<file path="config.mk">
export PLATFORM = sky130hd
export DESIGN_NAME = huff_sram_if
export DESIGN_NICKNAME = d
export VERILOG_FILES = /design/src/verilog/huff_sram_pkg.sv /design/src/verilog/bus_share.sv /design/src/verilog/hist_clear.sv /design/src/verilog/hist_access.sv /design/src/verilog/codebook_store.sv /design/src/verilog/path_fetch.sv /design/src/verilog/huff_sram_if.sv
export SDC_FILE = /design/constraint.sdc
export NUM_CORES = 1
export LEC_CHECK = 0
export ABC_CLOCK_PERIOD_IN_PS = 10100
export BUFFER_PORTS_ARGS = -buffer_cell sky130_fd_sc_hd__buf_4
export CORE_ASPECT_RATIO = 1.4
export CORE_MARGIN = 2
export CORE_UTILIZATION = 40
export DETAILED_ROUTE_END_ITERATION = 16
export SYNTH_ARGS = -nofsm -noshare
export SYNTH_HDL_FRONTEND = slang
export SYNTH_SLANG_ARGS = --single-unit
</file>
<file path="constraint.sdc">
create_clock -name clk -period 10.1 [get_ports clk]
set_input_delay 2.02 -clock clk [delete_from_list [all_inputs] [get_ports clk]]
set_output_delay 2.02 -clock clk [all_outputs]
set_load 0.03 [all_outputs]
</file>
<file path="src/verilog/huff_sram_pkg.sv">
`default_nettype none

package huff_sram_pkg;

    typedef logic [31:0]  word_t;   // one bus data word
    typedef logic [31:0]  addr_t;   // byte address
    typedef logic [6:0]   char_t;
    typedef logic [127:0] path_t;

    // controller phase decides who owns the bus
    typedef enum logic [1:0] {
        IDLE,
        HIST,
        CODEBOOK,
        TRANSLATE
    } phase_e;

    typedef struct packed {
        logic  wr;
        logic  rd;
        addr_t addr;
        word_t wdata;
    } bus_req_t;

    typedef struct packed {
        logic  valid;
        logic  write;   // high stores the count
        char_t index;
        word_t count;
    } hist_cmd_t;

    typedef struct packed {
        logic  valid;
        char_t index;
        path_t path;
    } cb_cmd_t;

endpackage

`default_nettype wire

</file>
<file path="src/verilog/bus_share.sv">
`timescale 1ns/1ps
`default_nettype none

module bus_share import huff_sram_pkg::*; (
    input  wire logic     clk,
    input  wire logic     rst,
    input  wire phase_e   phase_i,
    input  wire logic     clear_done_i,
    input  wire bus_req_t clear_req_i,
    input  wire bus_req_t hist_req_i,
    input  wire bus_req_t cb_req_i,
    input  wire bus_req_t trn_req_i,
    input  wire logic     busy_i,
    output logic          wr_en_o,
    output logic          r_en_o,
    output addr_t         addr_o,
    output word_t         wdata_o,
    output logic          clear_xfer_o,
    output logic          hist_xfer_o,
    output logic          cb_xfer_o,
    output logic          trn_xfer_o
);

    logic     busy_q;
    logic     xfer_done;
    bus_req_t sel;

    always_ff @(posedge clk or posedge rst) begin
        if (rst) begin
            busy_q <= 1'b0;
        end else begin
            busy_q <= busy_i;
        end
    end

    assign xfer_done = busy_q & ~busy_i;   // busy falling ends a transaction

    always_comb begin
        sel          = '0;
        clear_xfer_o = 1'b0;
        hist_xfer_o  = 1'b0;
        cb_xfer_o    = 1'b0;
        trn_xfer_o   = 1'b0;
        case (phase_i)
            HIST: begin
                // clear engine keeps the bus until its block is zeroed
                if (!clear_done_i) begin
                    sel          = clear_req_i;
                    clear_xfer_o = xfer_done;
                end else begin
                    sel         = hist_req_i;
                    hist_xfer_o = xfer_done;
                end
            end
            CODEBOOK: begin
                sel       = cb_req_i;
                cb_xfer_o = xfer_done;
            end
            TRANSLATE: begin
                sel        = trn_req_i;
                trn_xfer_o = xfer_done;
            end
            default: ;   // idle keeps the bus quiet
        endcase
    end

    assign wr_en_o = sel.wr;
    assign r_en_o  = sel.rd;
    assign addr_o  = sel.addr;
    assign wdata_o = sel.wdata;

    a_one_strobe: assert property (@(posedge clk) disable iff (rst)
        !(wr_en_o && r_en_o));

    a_no_strobe_busy: assert property (@(posedge clk) disable iff (rst)
        (wr_en_o || r_en_o) |-> !busy_i);

endmodule

`default_nettype wire

</file>
<file path="src/verilog/hist_clear.sv">
`timescale 1ns/1ps
`default_nettype none

module hist_clear import huff_sram_pkg::*; #(
    parameter addr_t       HIST_BASE   = 32'h3300_0000,
    parameter int unsigned CLEAR_WORDS = 2048
) (
    input  wire logic   clk,
    input  wire logic   rst,
    input  wire phase_e phase_i,
    input  wire logic   xfer_done_i,
    input  wire logic   busy_i,
    output bus_req_t    req_o,
    output logic        clear_done_o
);

    localparam int CNT_W = $clog2(CLEAR_WORDS + 1);

    typedef enum logic [1:0] {ARMED, ISSUE, WAIT, DONE} state_t;

    state_t           state;
    logic [CNT_W-1:0] word_cnt;

    always_ff @(posedge clk or posedge rst) begin
        if (rst) begin
            state    <= ARMED;
            word_cnt <= '0;
        end else begin
            case (state)
                ARMED: begin
                    if (phase_i == HIST) begin
                        state <= ISSUE;
                    end
                end
                ISSUE: begin
                    if (!busy_i) begin
                        state <= WAIT;
                    end
                end
                WAIT: begin
                    if (xfer_done_i) begin
                        if (word_cnt == CNT_W'(CLEAR_WORDS - 1)) begin
                            state <= DONE;
                        end else begin
                            word_cnt <= word_cnt + 1'b1;
                            state    <= ISSUE;
                        end
                    end
                end
                default: ;   // finished for good
            endcase
        end
    end

    always_comb begin
        req_o       = '0;
        req_o.wr    = (state == ISSUE) && !busy_i;
        req_o.addr  = HIST_BASE + (addr_t'(word_cnt) << 2);
        req_o.wdata = '0;   // zero fill
    end

    assign clear_done_o = (state == DONE);

endmodule

`default_nettype wire

</file>
<file path="src/verilog/hist_access.sv">
`timescale 1ns/1ps
`default_nettype none

module hist_access import huff_sram_pkg::*; #(
    parameter addr_t HIST_BASE = 32'h3300_0000
) (
    input  wire logic      clk,
    input  wire logic      rst,
    input  wire hist_cmd_t cmd_i,
    input  wire word_t     rdata_i,
    input  wire logic      xfer_done_i,
    input  wire logic      busy_i,
    output bus_req_t       req_o,
    output logic           ack_o,
    output word_t          old_count_o
);

    typedef enum logic [1:0] {IDLE, ISSUE, WAIT} state_t;

    state_t state;
    logic   write_q;
    char_t  index_q;
    word_t  count_q;
    word_t  old_q;
    logic   done;

    assign done = (state == WAIT) && xfer_done_i;

    always_ff @(posedge clk or posedge rst) begin
        if (rst) begin
            state <= IDLE;
            old_q <= '0;
        end else begin
            case (state)
                IDLE: begin
                    if (cmd_i.valid) begin
                        state <= ISSUE;
                    end
                end
                ISSUE: begin
                    if (!busy_i) begin
                        state <= WAIT;
                    end
                end
                default: begin
                    if (xfer_done_i) begin
                        state <= IDLE;
                        if (!write_q) begin
                            old_q <= rdata_i;
                        end
                    end
                end
            endcase
        end
    end

    // command payload
    always_ff @(posedge clk) begin
        if (state == IDLE && cmd_i.valid) begin
            write_q <= cmd_i.write;
            index_q <= cmd_i.index;
            count_q <= cmd_i.count;
        end
    end

    always_comb begin
        req_o.wr    = (state == ISSUE) && !busy_i && write_q;
        req_o.rd    = (state == ISSUE) && !busy_i && !write_q;
        req_o.addr  = HIST_BASE + (addr_t'(index_q) << 2);
        req_o.wdata = count_q;
    end

    assign ack_o       = done;
    assign old_count_o = (done && !write_q) ? rdata_i : old_q;   // read data valid in ack cycle

    a_cmd_when_idle: assert property (@(posedge clk) disable iff (rst)
        cmd_i.valid |-> state == IDLE);

endmodule

`default_nettype wire

</file>
<file path="src/verilog/codebook_store.sv">
`timescale 1ns/1ps
`default_nettype none

module codebook_store import huff_sram_pkg::*; #(
    parameter addr_t CODE_BASE = 32'h3300_2000
) (
    input  wire logic    clk,
    input  wire logic    rst,
    input  wire cb_cmd_t cmd_i,
    input  wire logic    xfer_done_i,
    input  wire logic    busy_i,
    output bus_req_t     req_o,
    output logic         done_o
);

    typedef enum logic [1:0] {IDLE, ISSUE, WAIT} state_t;

    state_t      state;
    logic [1:0]  word_cnt;
    char_t       index_q;
    word_t [3:0] path_q;   // [3] is path bits 127:96
    logic        last;

    assign last = (word_cnt == 2'd3);

    always_ff @(posedge clk or posedge rst) begin
        if (rst) begin
            state    <= IDLE;
            word_cnt <= '0;
        end else begin
            case (state)
                IDLE: begin
                    if (cmd_i.valid) begin
                        word_cnt <= '0;
                        state    <= ISSUE;
                    end
                end
                ISSUE: begin
                    if (!busy_i) begin
                        state <= WAIT;
                    end
                end
                default: begin
                    if (xfer_done_i) begin
                        word_cnt <= word_cnt + 1'b1;
                        state    <= last ? IDLE : ISSUE;
                    end
                end
            endcase
        end
    end

    always_ff @(posedge clk) begin
        if (state == IDLE && cmd_i.valid) begin
            index_q <= cmd_i.index;
            path_q  <= cmd_i.path;
        end
    end

    always_comb begin
        req_o       = '0;
        req_o.wr    = (state == ISSUE) && !busy_i;
        // 16 bytes per entry with msw first
        req_o.addr  = CODE_BASE + (addr_t'(index_q) << 4) + (addr_t'(word_cnt) << 2);
        req_o.wdata = path_q[2'd3 - word_cnt];
    end

    assign done_o = (state == WAIT) && xfer_done_i && last;

endmodule

`default_nettype wire

</file>
<file path="src/verilog/path_fetch.sv">
`timescale 1ns/1ps
`default_nettype none

module path_fetch import huff_sram_pkg::*; #(
    parameter addr_t CODE_BASE = 32'h3300_2000
) (
    input  wire logic  clk,
    input  wire logic  rst,
    input  wire logic  start_i,
    input  wire char_t index_i,
    input  wire word_t rdata_i,
    input  wire logic  xfer_done_i,
    input  wire logic  busy_i,
    output bus_req_t   req_o,
    output logic       path_valid_o,
    output path_t      path_o
);

    typedef enum logic [1:0] {IDLE, ISSUE, WAIT} state_t;

    state_t     state;
    logic [1:0] word_cnt;
    char_t      index_q;
    logic       last;

    assign last = (word_cnt == 2'd3);

    always_ff @(posedge clk or posedge rst) begin
        if (rst) begin
            state        <= IDLE;
            word_cnt     <= '0;
            path_valid_o <= 1'b0;
            path_o       <= '0;
        end else begin
            path_valid_o <= 1'b0;
            case (state)
                IDLE: begin
                    if (start_i) begin
                        word_cnt <= '0;
                        state    <= ISSUE;
                    end
                end
                ISSUE: begin
                    if (!busy_i) begin
                        state <= WAIT;
                    end
                end
                default: begin
                    if (xfer_done_i) begin
                        // first word read ends up in the top bits
                        path_o       <= {path_o[95:0], rdata_i};
                        word_cnt     <= word_cnt + 1'b1;
                        path_valid_o <= last;
                        state        <= last ? IDLE : ISSUE;
                    end
                end
            endcase
        end
    end

    always_ff @(posedge clk) begin
        if (state == IDLE && start_i) begin
            index_q <= index_i;
        end
    end

    always_comb begin
        req_o       = '0;
        req_o.rd    = (state == ISSUE) && !busy_i;
        req_o.addr  = CODE_BASE + (addr_t'(index_q) << 4) + (addr_t'(word_cnt) << 2);
    end

endmodule

`default_nettype wire

</file>
<file path="src/verilog/huff_sram_if.sv">
`timescale 1ns/1ps
`default_nettype none

module huff_sram_if import huff_sram_pkg::*; #(
    parameter addr_t       HIST_BASE   = 32'h3300_0000,
    parameter addr_t       CODE_BASE   = 32'h3300_2000,
    parameter int unsigned CLEAR_WORDS = 2048
) (
    input  wire logic      clk,
    input  wire logic      rst,
    input  wire phase_e    phase_i,
    input  wire hist_cmd_t hist_cmd_i,
    input  wire cb_cmd_t   cb_cmd_i,
    input  wire logic      trn_valid_i,
    input  wire char_t     trn_index_i,
    input  wire logic      busy_i,
    input  wire word_t     rdata_i,
    output logic           wr_en_o,
    output logic           r_en_o,
    output addr_t          addr_o,
    output word_t          wdata_o,
    output logic           clear_done_o,
    output logic           hist_ack_o,
    output word_t          old_count_o,
    output logic           cb_done_o,
    output logic           path_valid_o,
    output path_t          path_o
);

    bus_req_t clear_req;
    bus_req_t hist_req;
    bus_req_t cb_req;
    bus_req_t trn_req;
    logic     clear_xfer;
    logic     hist_xfer;
    logic     cb_xfer;
    logic     trn_xfer;

    bus_share u_bus_share (
        .clk          (clk),
        .rst          (rst),
        .phase_i      (phase_i),
        .clear_done_i (clear_done_o),
        .clear_req_i  (clear_req),
        .hist_req_i   (hist_req),
        .cb_req_i     (cb_req),
        .trn_req_i    (trn_req),
        .busy_i       (busy_i),
        .wr_en_o      (wr_en_o),
        .r_en_o       (r_en_o),
        .addr_o       (addr_o),
        .wdata_o      (wdata_o),
        .clear_xfer_o (clear_xfer),
        .hist_xfer_o  (hist_xfer),
        .cb_xfer_o    (cb_xfer),
        .trn_xfer_o   (trn_xfer)
    );

    hist_clear #(
        .HIST_BASE   (HIST_BASE),
        .CLEAR_WORDS (CLEAR_WORDS)
    ) u_hist_clear (
        .clk          (clk),
        .rst          (rst),
        .phase_i      (phase_i),
        .xfer_done_i  (clear_xfer),
        .busy_i       (busy_i),
        .req_o        (clear_req),
        .clear_done_o (clear_done_o)
    );

    hist_access #(
        .HIST_BASE (HIST_BASE)
    ) u_hist_access (
        .clk         (clk),
        .rst         (rst),
        .cmd_i       (hist_cmd_i),
        .rdata_i     (rdata_i),
        .xfer_done_i (hist_xfer),
        .busy_i      (busy_i),
        .req_o       (hist_req),
        .ack_o       (hist_ack_o),
        .old_count_o (old_count_o)
    );

    codebook_store #(
        .CODE_BASE (CODE_BASE)
    ) u_codebook_store (
        .clk         (clk),
        .rst         (rst),
        .cmd_i       (cb_cmd_i),
        .xfer_done_i (cb_xfer),
        .busy_i      (busy_i),
        .req_o       (cb_req),
        .done_o      (cb_done_o)
    );

    path_fetch #(
        .CODE_BASE (CODE_BASE)
    ) u_path_fetch (
        .clk          (clk),
        .rst          (rst),
        .start_i      (trn_valid_i),
        .index_i      (trn_index_i),
        .rdata_i      (rdata_i),
        .xfer_done_i  (trn_xfer),
        .busy_i       (busy_i),
        .req_o        (trn_req),
        .path_valid_o (path_valid_o),
        .path_o       (path_o)
    );

endmodule

`default_nettype wire

</file>
==> key figures, run 1 <==
Cells and area
  – Area Overhead vs Synth: 33.1%
  – Final core occ: between 50% and 60%
  – Non-filler cells, final: 2,035
  – N_diodes: 0
  – Fin nets: 1,772
  – Fraction of layout cells with a size suffix above 1: 36.9%

Setup path
  – RR Endpoint: u_path_fetch.path_o[49]
  – Worst path max stage delay: ~660 ps
  – CP Buf/Inv Count: 3
  – Crit path max fanout: 33
  – Critical-path cell list: buf_4, nand3b_1, nor4_4, buf_4, nand2b_2, mux2_1, buf_4
  – CP dominant cell by count: buf_4
  – R2R Path Start: u_path_fetch.state[1]
  – WS Path Type: in -> out
  – Required @ worst endpoint: 8080 ps
  – Startpoint Class: input port
  – Worst EP arrival: ~4600 ps
  – Setup slack, reg-to-reg: approximately 7500 ps
  – Crit end category: output pin
  – Reg2reg path depth: 5
  – Crit path depth: 7
  – CP Launch Point: phase_i[1]
  – Setup crit end: old_count_o[23]
  – Critical path's slowest cell: nand2b_2
  – Delay-heaviest family, CP: simple AND/OR/NAND/NOR gates

Clock network
  – CTS tree: yes
  – Clock sink count: 368
  – H-tree depth: 2
  – Post-CTS sizing: 0
  – Worst-path clk slew: about 60 ps
  – Clock buffer depth: 3
  – Worst skew pair latency: 520 ps
  – Hold_buf cts: 0
  – CTS buffer count: 38
  – Post-CTS Setup Inserts: 0
  – Root Buffer: clkbuf_16

Global routing
  – Total Routing Usage GR: 19.5%
  – Grt total ovfl: 0
  – Vias in the first global route: 10,300
  – Wire length of the first global-routing pass: slightly below 60,000 um
  – Initial antenna violation count: 2
  – Largest net degree at the start of global routing: around 110

STA
  – Worst-Margin Slew: around 1100 ps
  – Final setup fails: 0
  – Final Critical Period: 6630 ps
  – Unrepaired setup endpoints after global routing: false
  – Fmax achieved: 151 MHz
  – Fin Clk Skew: 9.95 ps
  – Slew margin rel.: approximately a quarter
  – Sum Neg Setup Slack: 0 ps
  – Final hold vios: 0
  – Post-route clock period utilization: around two thirds
  – Final Worst Setup Slack: around 3500 ps
  – Slew Viols, Final: 0

Logic synthesis
  – #FFs+latches synth: ~370
  – Sequential-to-total area share from yosys stat: around two thirds
  – EDFF count, synth: between 150 and 200
  – Avg Inst Size Synth: ~13 um2
  – Synth top area share: about 37%
  – Yosys warns: 0
  – Netlist cell types: 46
  – Synth async-reset ratio: between 50 and 60%
  – Cell taking the most area after synthesis: edfxtp_1
  – Post-synth top flop: dfrtp_1
  – Top post-synthesis cells by area: edfxtp_1, dfrtp_1, nand2_1
  – Syn Inst Count: 1,124
  – Post-Syn Area: 14,800 um2

Power and ir drop
  – Pwr dens: between 200 and 300 nW/um2
  – Max IR drop VDD: around 0.00017 V
  – Leakage: a little over 9 nW

Floorplanning
  – Num rows: a little over 80
  – Die Wd: about 170 um
  – Core Box Area: about 37,000 um2
  – Die area: between 30,000 and 40,000 um2
  – IO Pins: around 450
  – Die Span Y: around 230 um
  – Initial core utilization: 40.4%

Detailed routing
  – WL per Instance: about 19 um
  – DRT Wirelength: 38,100 um
  – Number of vias in the routed layout: about 10,000
  – DRC violations left: 0
  – Vias per cell: about 5
  – DRT antenna net count: 0
  – DRT iter0 DRCs: 624
  – DR pass1 iterations: 6

Placement
  – GPL Wtd Cong: approximately 0.83
  – Hpwl dp: roughly 27,000 um
  – Port-buffer cells: about 440
  – Dpl ws: 3410 ps
  – Placed insts: between 1,500 and 2,000

Worst hold path
  – Hold Crit Class: reg -> reg

Run status
  – Status: complete, no violations

Job
  – MaxCap Viol Count: 0
## registers in the layout, indices dropped and copies added (netlist names), 7 cells and up
name                      count
u_codebook_store.index_q      7
u_codebook_store.path_q     128
u_hist_access.count_q        32
u_hist_access.index_q         7
u_hist_access.old_q          32
u_hist_clear.word_cnt        12
u_path_fetch.index_q          7
u_path_fetch.path_o         128
## layout make-up
cell class / count / area, um2
clock buffers: 48 / 1060
clock inverters: 17 / 239
fillers: 3209 / 16900
inverters: 9 / 43.8
multi-input cells: 681 / 4270
flip-flops and latches: 368 / 10100
well taps: 467 / 584
repair buffers: 445 / 3340
## layout by cell type, fill, tap and decap left out, types with 10 or more instances in the layout
| master | synthesis | routed |
|---|---|---|
| buf_4 | 19 | 445 |
| nand2_1 | 408 | 408 |
| dfrtp_1 | 186 | 185 |
| edfxtp_1 | 182 | 182 |
| a22o_1 | 41 | 41 |
| clkbuf_16 | 0 | 40 |
| mux2_2 | 33 | 33 |
| mux4_2 | 32 | 32 |
| mux2_1 | 32 | 32 |
| o21ai_0 | 20 | 20 |
| conb_1 | 1 | 16 |
| mux2i_1 | 10 | 10 |
## layer usage
layer	share of wire, %	routed length (um)	GRT usage [%]
met5	0.071	27	0
met4	2.5	939	6.09
met3	8.2	3110	5.94
met2	51	19400	34.0
met1	38	14700	23.2
## tightest hold or removal path, cell delays in order, from the launching register on
cell,delay (ps)
dfrtp_1,340
nand2_1,50
nand2_1,60
## cell families (layout without fill, tap and decap cells)
family,count (synthesis),in the layout,synth area share (%)
simple gates,469,469,13.1
flops,368,368,68.5
mux,107,107,10.5
buf+inv,90,519,3.12
compound gates,76,76,3.76
fa+ha+maj,7,7,0.593
xor+xnor,6,6,0.356
other cells,1,16,0.0254
## metrics by stage
step | hold WS (ps) | total power [mW] | instance area, um2
2_1_floorplan | 463 | 3.06 | 14800
4_1_cts | 479 | 5.17 | 19700
3_5_place_dp | 464 | 3.69 | 18400
3_3_place_gp | 461 | 3.68 | 18400
5_1_grt | 503 | 5.36 | 19700
6_report | 475 | 5.11 | 19700
## how the worst min path moves through the flow
stage	from	end	slack, ps	cells after the start
global route	u_path_fetch.path_o[125]	u_path_fetch.path_o[125]	500	2
detailed placement	u_path_fetch.path_o[116]	u_path_fetch.path_o[116]	460	2
global placement	u_path_fetch.path_o[97]	u_path_fetch.path_o[97]	460	2
CTS	u_path_fetch.path_o[116]	u_path_fetch.path_o[116]	480	2
finish	u_path_fetch.path_o[116]	u_path_fetch.path_o[116]	470	2
floorplan	u_codebook_store.state[1]	u_codebook_store.state[1]	460	1
## power by group
| part | switching, mW | leakage (nW) | internal [mW] |
|---|---|---|---|
| combinational | 0.912 | 4.48 | 0.615 |
| clock | 0.570 | 0.632 | 0.895 |
| sequential | 0.205 | 4.08 | 1.91 |
## cell usage after synthesis, types with 2 or more instances
master / n
nand2b_1: 7
or2_2: 2
nand3_1: 6
nor3b_1: 3
o21ai_0: 20
nor3_1: 6
inv_1: 8
and3_1: 4
mux2_2: 33
nand4b_1: 2
a22o_1: 41
xor2_1: 6
a31oi_1: 2
buf_4: 19
buf_6: 3
nand3b_1: 2
edfxtp_1: 182
ha_1: 7
clkbuf_1: 35
a21oi_1: 7
nor2_1: 8
dfrtp_1: 186
and3b_1: 2
nand2_1: 408
mux2_1: 32
mux2i_1: 10
and2_1: 4
buf_2: 23
nor4_1: 2
nor4b_1: 2
mux4_2: 32
nor2b_1: 3
a211oi_1: 2
nand4_1: 3
(Power assumes the default switching activity.)
==> run 2: changes to the inputs <==
- ABC_CLOCK_PERIOD_IN_PS: 10100 -> 6840
- clock period: 10.1 -> 6.84 ns (I/O delays scaled with it)
==> run 2 against run 1 <==
  * Routed wire length fell by 1.5%
  * Setup slack worse by 1400 ps
  * Non-clock buffer count up 1
  * Clock skew rose by 7.9 ps
  * Die area is the same
  * Clock power is 31% higher
  * Design area shrank 0.85%
  * Flip-flop and latch count stayed put
  * Sequential power up 46%
  * Sequential share of layout area grew 0.44 points
  * Largest cell class unchanged
  * Highest routed layer unchanged
==> key figures, run 2 (synthesized netlist as in run 1, its figures left out) <==
Run status
  – Status: complete, no violations (unchanged)

Floorplanning
  – Initial core utilization: 40.4% (unchanged)
  – Core Box Area: 36,600 um2 (unchanged)
  – Num rows: 83 (unchanged)
  – Die Span Y: 231 um (unchanged)
  – Die area: 38,500 um2 (unchanged)
  – IO Pins: 452 (unchanged)
  – Die Wd: 166 um (unchanged)

Global routing
  – Initial antenna violation count: 2 (unchanged)
  – Largest net degree at the start of global routing: 119 (was 112)
  – Total Routing Usage GR: 19.1% (was 19.5%)
  – Wire length of the first global-routing pass: 57,300 um (was 58,500 um)
  – Vias in the first global route: 9,921 (was 10,300)
  – Grt total ovfl: 0 (unchanged)

STA
  – Fin Clk Skew: 17.9 ps (was 9.95 ps)
  – Worst-Margin Slew: 1000 ps (was 1100 ps)
  – Slew margin rel.: 33.2% (was 26.5%)
  – Unrepaired setup endpoints after global routing: false (unchanged)
  – Sum Neg Setup Slack: 0 ps (unchanged)
  – Final Critical Period: between 4000 and 5000 ps
  – Final hold vios: 0 (unchanged)
  – Slew Viols, Final: 0 (unchanged)
  – Final setup fails: 0 (unchanged)
  – Fmax achieved: between 200 and 250 MHz
  – Post-route clock period utilization: a little over two thirds

Detailed routing
  – DRT Wirelength: 37,600 um (was 38,100 um)
  – Number of vias in the routed layout: 9,892 (was 9,968)
  – DR pass1 iterations: 4 (was 6)
  – WL per Instance: 18.5 um (was 18.7 um)
  – Vias per cell: 4.86 (was 4.90)
  – DRT iter0 DRCs: 727 (was 624)
  – DRT antenna net count: 0 (unchanged)
  – DRC violations left: 0 (unchanged)

Clock network
  – H-tree depth: 2 (unchanged)
  – CTS tree: yes (unchanged)
  – Worst skew pair latency: 530 ps (was 520 ps)
  – Root Buffer: clkbuf_16 (unchanged)
  – Worst-path clk slew: 60 ps (about the same)
  – Post-CTS Setup Inserts: 0 (unchanged)
  – Clock sink count: 368 (unchanged)
  – Clock buffer depth: 3 (unchanged)
  – CTS buffer count: 37 (was 38)
  – Post-CTS sizing: 0 (unchanged)
  – Hold_buf cts: 0 (unchanged)

Job
  – MaxCap Viol Count: 0 (unchanged)

Setup path
  – R2R Path Start: u_hist_clear.state[1] (was u_path_fetch.state[1])
  – RR Endpoint: u_hist_access.old_q[16] (was u_path_fetch.path_o[49])
  – Worst path max stage delay: 650 ps (was 660 ps)
  – Required @ worst endpoint: 5470 ps (was 8080 ps)
  – Setup slack, reg-to-reg: 4240 ps (was 7520 ps)
  – Reg2reg path depth: 5 (unchanged)
  – CP Buf/Inv Count: 1 (was 3)
  – Worst EP arrival: 3430 ps (was 4610 ps)
  – Critical-path cell list: ha_1, nand3b_1, nor4_4, nand2b_2, mux2_1, buf_4 (was buf_4, nand3b_1, nor4_4, buf_4, nand2b_2, mux2_1, buf_4)
  – Startpoint Class: register (was input port)
  – Delay-heaviest family, CP: simple AND/OR/NAND/NOR gates (unchanged)
  – Critical path's slowest cell: ha_1 (was nand2b_2)
  – WS Path Type: reg -> out (was in -> out)
  – Crit path max fanout: 32 (was 33)
  – Crit end category: output pin (unchanged)

Power and ir drop
  – Leakage: 9.12 nW (was 9.19 nW)
  – Max IR drop VDD: 0.000246 V (was 0.000169 V)
  – Pwr dens: 374 nW/um2 (was 260 nW/um2)

Worst hold path
  – WHS Endpoint: u_path_fetch.path_o[125] (was u_path_fetch.path_o[116])
  – Hold Crit Class: reg -> reg (unchanged)
  – WHS Path Cells: 2 (unchanged)
  – HP Start: u_path_fetch.path_o[125] (was u_path_fetch.path_o[116])

Cells and area
  – Fraction of layout cells with a size suffix above 1: 36.4% (was 36.9%)
  – Post-route cell area: 19,500 um2 (was 19,700 um2)
  – N_diodes: 0 (unchanged)
  – Area Overhead vs Synth: 32.0% (was 33.1%)
  – Fill count: 3,221 (was 3,209)
  – Fin nets: 1,772 (unchanged)
  – Top Registers: u_codebook_store.path_q: 128 flops, u_path_fetch.path_o: 128 flops (unchanged)
  – Most frequent cells in the layout: buf_4, nand2_1, dfrtp_1 (unchanged)
  – Commonest non-fill, non-tap cell in the layout: buf_4 (unchanged)

Placement
  – GPL Wtd Cong: 0.830 (was 0.826)
  – Dpl cell area: 18,400 um2 (about the same)
  – Hpwl dp: 26,600 um (was 26,900 um)
  – Port-buffer cells: 435 (unchanged)
==> run 2: cell count changes in the layout (fill, tap and decap cells not counted), sizes merged <==
cell      before  now
clkinvlp       2    0
clkbuf        48   52
buf          445  446
bufinv         6    1
inv           10   11
==> run 2: how the worst max path moves through the flow <==
stage | start | endpoint | slack (ps) | cells after the start
floorplan | rst | u_bus_share.busy_q | 410 | 1
global placement | phase_i[1] | old_count_o[19] | 2090 | 6
detailed placement | phase_i[1] | old_count_o[19] | 2010 | 6
CTS | u_hist_clear.state[1] | old_count_o[19] | 1940 | 6
global route | u_hist_clear.state[1] | old_count_o[26] | 1730 | 6
finish | u_hist_clear.state[1] | old_count_o[23] | 2040 | 6
==> run 2: routing by layer <==
metal	global-route usage, %	wire, um	part of all wire, %	up-vias
met4	5.17	842	2.2	4
met5	0	27	0.072	-
met2	32.8	19100	51	367
met1	23.2	14500	39	4765
met3	6.18	3080	8.2	51
li1	-	-	-	4705
==> run 2: layout make-up <==
cell class / count / area [um2] / area share [%]
clock buffers: 52 / 1040 / 5.36
clock inverters: 11 / 81.3 / 0.417
well taps: 467 / 584 / 3.00
flip-flops and latches: 368 / 10100 / 51.9
inverters: 9 / 43.8 / 0.225
repair buffers: 446 / 3350 / 17.2
multi-input cells: 681 / 4270 / 21.9
==> run 2: worst register-to-register path, stage by stage, from the launching register on <==
cell	delay [ps]
dfrtp_1	380
ha_1	650
nand3b_1	290
nor4_4	250
buf_4	490
mux2_2	420
==> run 2: power breakdown <==
part           leakage (nW)  switching, mW  internal [mW]
combinational          4.49           1.36          0.908
clock                 0.551          0.815           1.10
sequential             4.08          0.280           2.82
==> run 2: metrics by stage <==
stage	setup WS [ps]	instances	hold WS (ps)	utilization (%)	total power [mW]
6_report	2040	2034	475	53.3	7.29
4_1_cts	1940	2034	479	53.3	7.39
2_1_floorplan	415	1139	463	-	4.52
5_1_grt	1730	2034	508	53.3	7.65
3_5_place_dp	2010	1971	463	50.2	5.45
3_3_place_gp	2090	1971	460	50.2	5.42
==> run 3: changes to the inputs <==
- ABC_CLOCK_PERIOD_IN_PS: 6840 -> 4400
- PLACE_DENSITY: not set -> 0.67
- clock period: 6.84 -> 4.4 ns (I/O delays scaled with it)
==> run 3 against run 2 <==
  * Power increased by 58%
  * Flip-flop and latch count unchanged
  * Clock power rose by 65%
  * Setup slack got worse by 1600 ps
  * Clock-buffer cell count shrank 5
  * First-iteration DRC count decreased by 14%
  * Die area stayed put
  * Via count up 1.3%
  * Largest cell class unchanged
==> key figures, run 3 (synthesized netlist as in run 1, its figures left out) <==
Global routing
  – Grt total ovfl: 0 (unchanged)
  – Initial antenna violation count: 1 (was 2)
  – Total Routing Usage GR: 19.1% (about the same)
  – Vias in the first global route: 10,500 (was 9,921)
  – Wire length of the first global-routing pass: 57,800 um (was 57,300 um)
  – Largest net degree at the start of global routing: 135 (was 119)

Setup path
  – Worst EP arrival: 3030 ps (was 3430 ps)
  – Startpoint Class: register (unchanged)
  – Required @ worst endpoint: 3520 ps (was 5470 ps)
  – Crit path max fanout: 32 (unchanged)
  – WS Path Type: reg -> out (unchanged)
  – Crit end category: output pin (unchanged)

STA
  – Sum Neg Setup Slack: 0 ps (unchanged)
  – Fin Clk Skew: 18.7 ps (was 17.9 ps)
  – Slew Viols, Final: 0 (unchanged)
  – Unrepaired setup endpoints after global routing: false (unchanged)
  – Worst-Margin Slew: 868 ps (was 1000 ps)
  – Final setup fails: 0 (unchanged)
  – Final hold vios: 0 (unchanged)
  – Slew margin rel.: 42.1% (was 33.2%)
  – Post-route clock period utilization: approximately 90%
  – Fmax achieved: ~260 MHz
  – Final Critical Period: between 3000 and 4000 ps

Clock network
  – Post-CTS Setup Inserts: 0 (unchanged)
  – CTS buffer count: 37 (unchanged)
  – Worst-path clk slew: 60 ps (about the same)
  – Root Buffer: clkbuf_16 (unchanged)
  – Post-CTS sizing: 0 (unchanged)
  – Hold_buf cts: 0 (unchanged)
  – Clock sink count: 368 (unchanged)
  – CTS tree: yes (unchanged)
  – Clock buffer depth: 3 (unchanged)
  – H-tree depth: 2 (unchanged)
  – Worst skew pair latency: 520 ps (was 530 ps)

Detailed routing
  – DRC violations left: 0 (unchanged)
  – DR pass1 iterations: 5 (was 4)
  – DRT antenna net count: 0 (unchanged)
  – Vias per cell: 4.90 (was 4.86)
  – Number of vias in the routed layout: 10,000 (was 9,892)
  – WL per Instance: 18.3 um (was 18.5 um)
  – DRT Wirelength: 37,300 um (was 37,600 um)
  – DRT iter0 DRCs: 628 (was 727)

Cells and area
  – Most frequent cells in the layout: buf_4, nand2_1, dfrtp_1 (unchanged)
  – Post-route cell area: 19,700 um2 (was 19,500 um2)
  – Sequential cell area: 10,100 um2 (unchanged)
  – Fraction of layout cells with a size suffix above 1: 37.3% (was 36.4%)
  – Multi-input gate area: 4270 um2 (unchanged)
  – Fill count: 3,096 (was 3,221)
  – Fin nets: 1,777 (was 1,772)
  – Top Registers: u_codebook_store.path_q: 128 flops, u_path_fetch.path_o: 128 flops (unchanged)
  – Non-filler cells, final: 2,044 (was 2,034)
  – Commonest non-fill, non-tap cell in the layout: buf_4 (unchanged)
  – Area Overhead vs Synth: 33.2% (was 32.0%)

Floorplanning
  – Die area: 38,500 um2 (unchanged)
  – Core Box Area: 36,600 um2 (unchanged)
  – Die Wd: 166 um (unchanged)
  – Num rows: 83 (unchanged)
  – Initial core utilization: 40.4% (unchanged)
  – Die Span Y: 231 um (unchanged)
  – IO Pins: 452 (unchanged)

Power and ir drop
  – Leakage: 9.19 nW (was 9.12 nW)
  – Switching fraction of total power: 33.6% (was 33.7%)
  – Power Internal: 7.67 mW (was 4.83 mW)
  – Comb pwr share: 30.5% (was 31.2%)
  – Max IR drop VDD: 0.000445 V (was 0.000246 V)
  – Net Switching: 3.88 mW (was 2.46 mW)
  – Clk pwr share: 27.4% (was 26.3%)
  – Sequential share of power: 42.1% (was 42.6%)
  – Pwr dens: 587 nW/um2 (was 374 nW/um2)

Placement
  – Placed insts: 1,976 (was 1,971)
  – GPL Wtd Cong: 0.856 (was 0.830)
  – Dpl cell area: 18,400 um2 (about the same)
  – Hpwl dp: 26,700 um (was 26,600 um)
  – Port-buffer cells: 435 (unchanged)

Worst hold path
  – Hold Crit Class: reg -> reg (unchanged)

Job
  – MaxCap Viol Count: 0 (unchanged)

Run status
  – Status: complete, no violations (unchanged)
[run 3: per-layer routing]
metal | share of wire (%) | GRT usage [%] | wire (um)
met4 | 3.4 | 7.00 | 1250
met2 | 50 | 33.2 | 18800
met1 | 38 | 22.8 | 14400
met3 | 7.7 | 5.09 | 2870
met5 | 0 | 0 | 0
[run 3: final timing paths]
kind | slack (ps) | endpoint | cells past startpoint | start
max | 490 | old_count_o[17] | 7 | u_hist_clear.state[0]
min | 480 | u_path_fetch.path_o[114] | 2 | u_path_fetch.path_o[114]
max reg2reg | 1790 | u_hist_access.old_q[26] | 5 | u_hist_clear.state[0]
min reg2reg | 480 | u_path_fetch.path_o[114] | 2 | u_path_fetch.path_o[114]
max in group asynchronous | 3230 | u_path_fetch.path_o[46] | 3 | rst
min in group asynchronous | 500 | u_path_fetch.path_o[61] | 3 | rst
[run 3: cell type report]
type                            instances  share of cell area (%)
Sequential cell                       368                    51.5
Multi-Input combinational cell        681                    21.7
Timing Repair Buffer                  451                    17.4
Clock buffer                           47                    5.27
Tap cell                              467                    2.97
Clock inverter                         20                   0.967
Inverter                                9                   0.204
Antenna cell                            1                  0.0127
[run 3: critical path, stage by stage, from the launching register on]
cell,delay (ps)
dfrtp_1,380
ha_1,650
nand3b_1,280
nor4_4,250
nand2b_2,70
buf_4,280
mux2_1,380
buf_4,170
[run 3: metrics by stage]
step / setup WS, ps / util (%) / hold slack [ps] / total power [mW]
after detailed placement: 981 / 50.4 / 464 / 8.50
after global placement: 1040 / 50.4 / 459 / 8.43
after floorplan: 58.0 / - / 463 / 7.03
final: 487 / 53.8 / 475 / 11.5
after global routing: 286 / 53.8 / 503 / 12.1
after CTS: 456 / 53.8 / 480 / 11.7
[run 3: power by group through the flow]
stage          clock network [mW]  logic (mW)  registers [mW]
3_3_place_gp                    0        3.52            4.91
5_1_grt                      3.39        3.75            4.97
6_report                     3.16        3.53            4.86
4_1_cts                      3.25        3.57            4.87
3_5_place_dp                    0        3.56            4.94
2_1_floorplan                   0        1.58            5.45
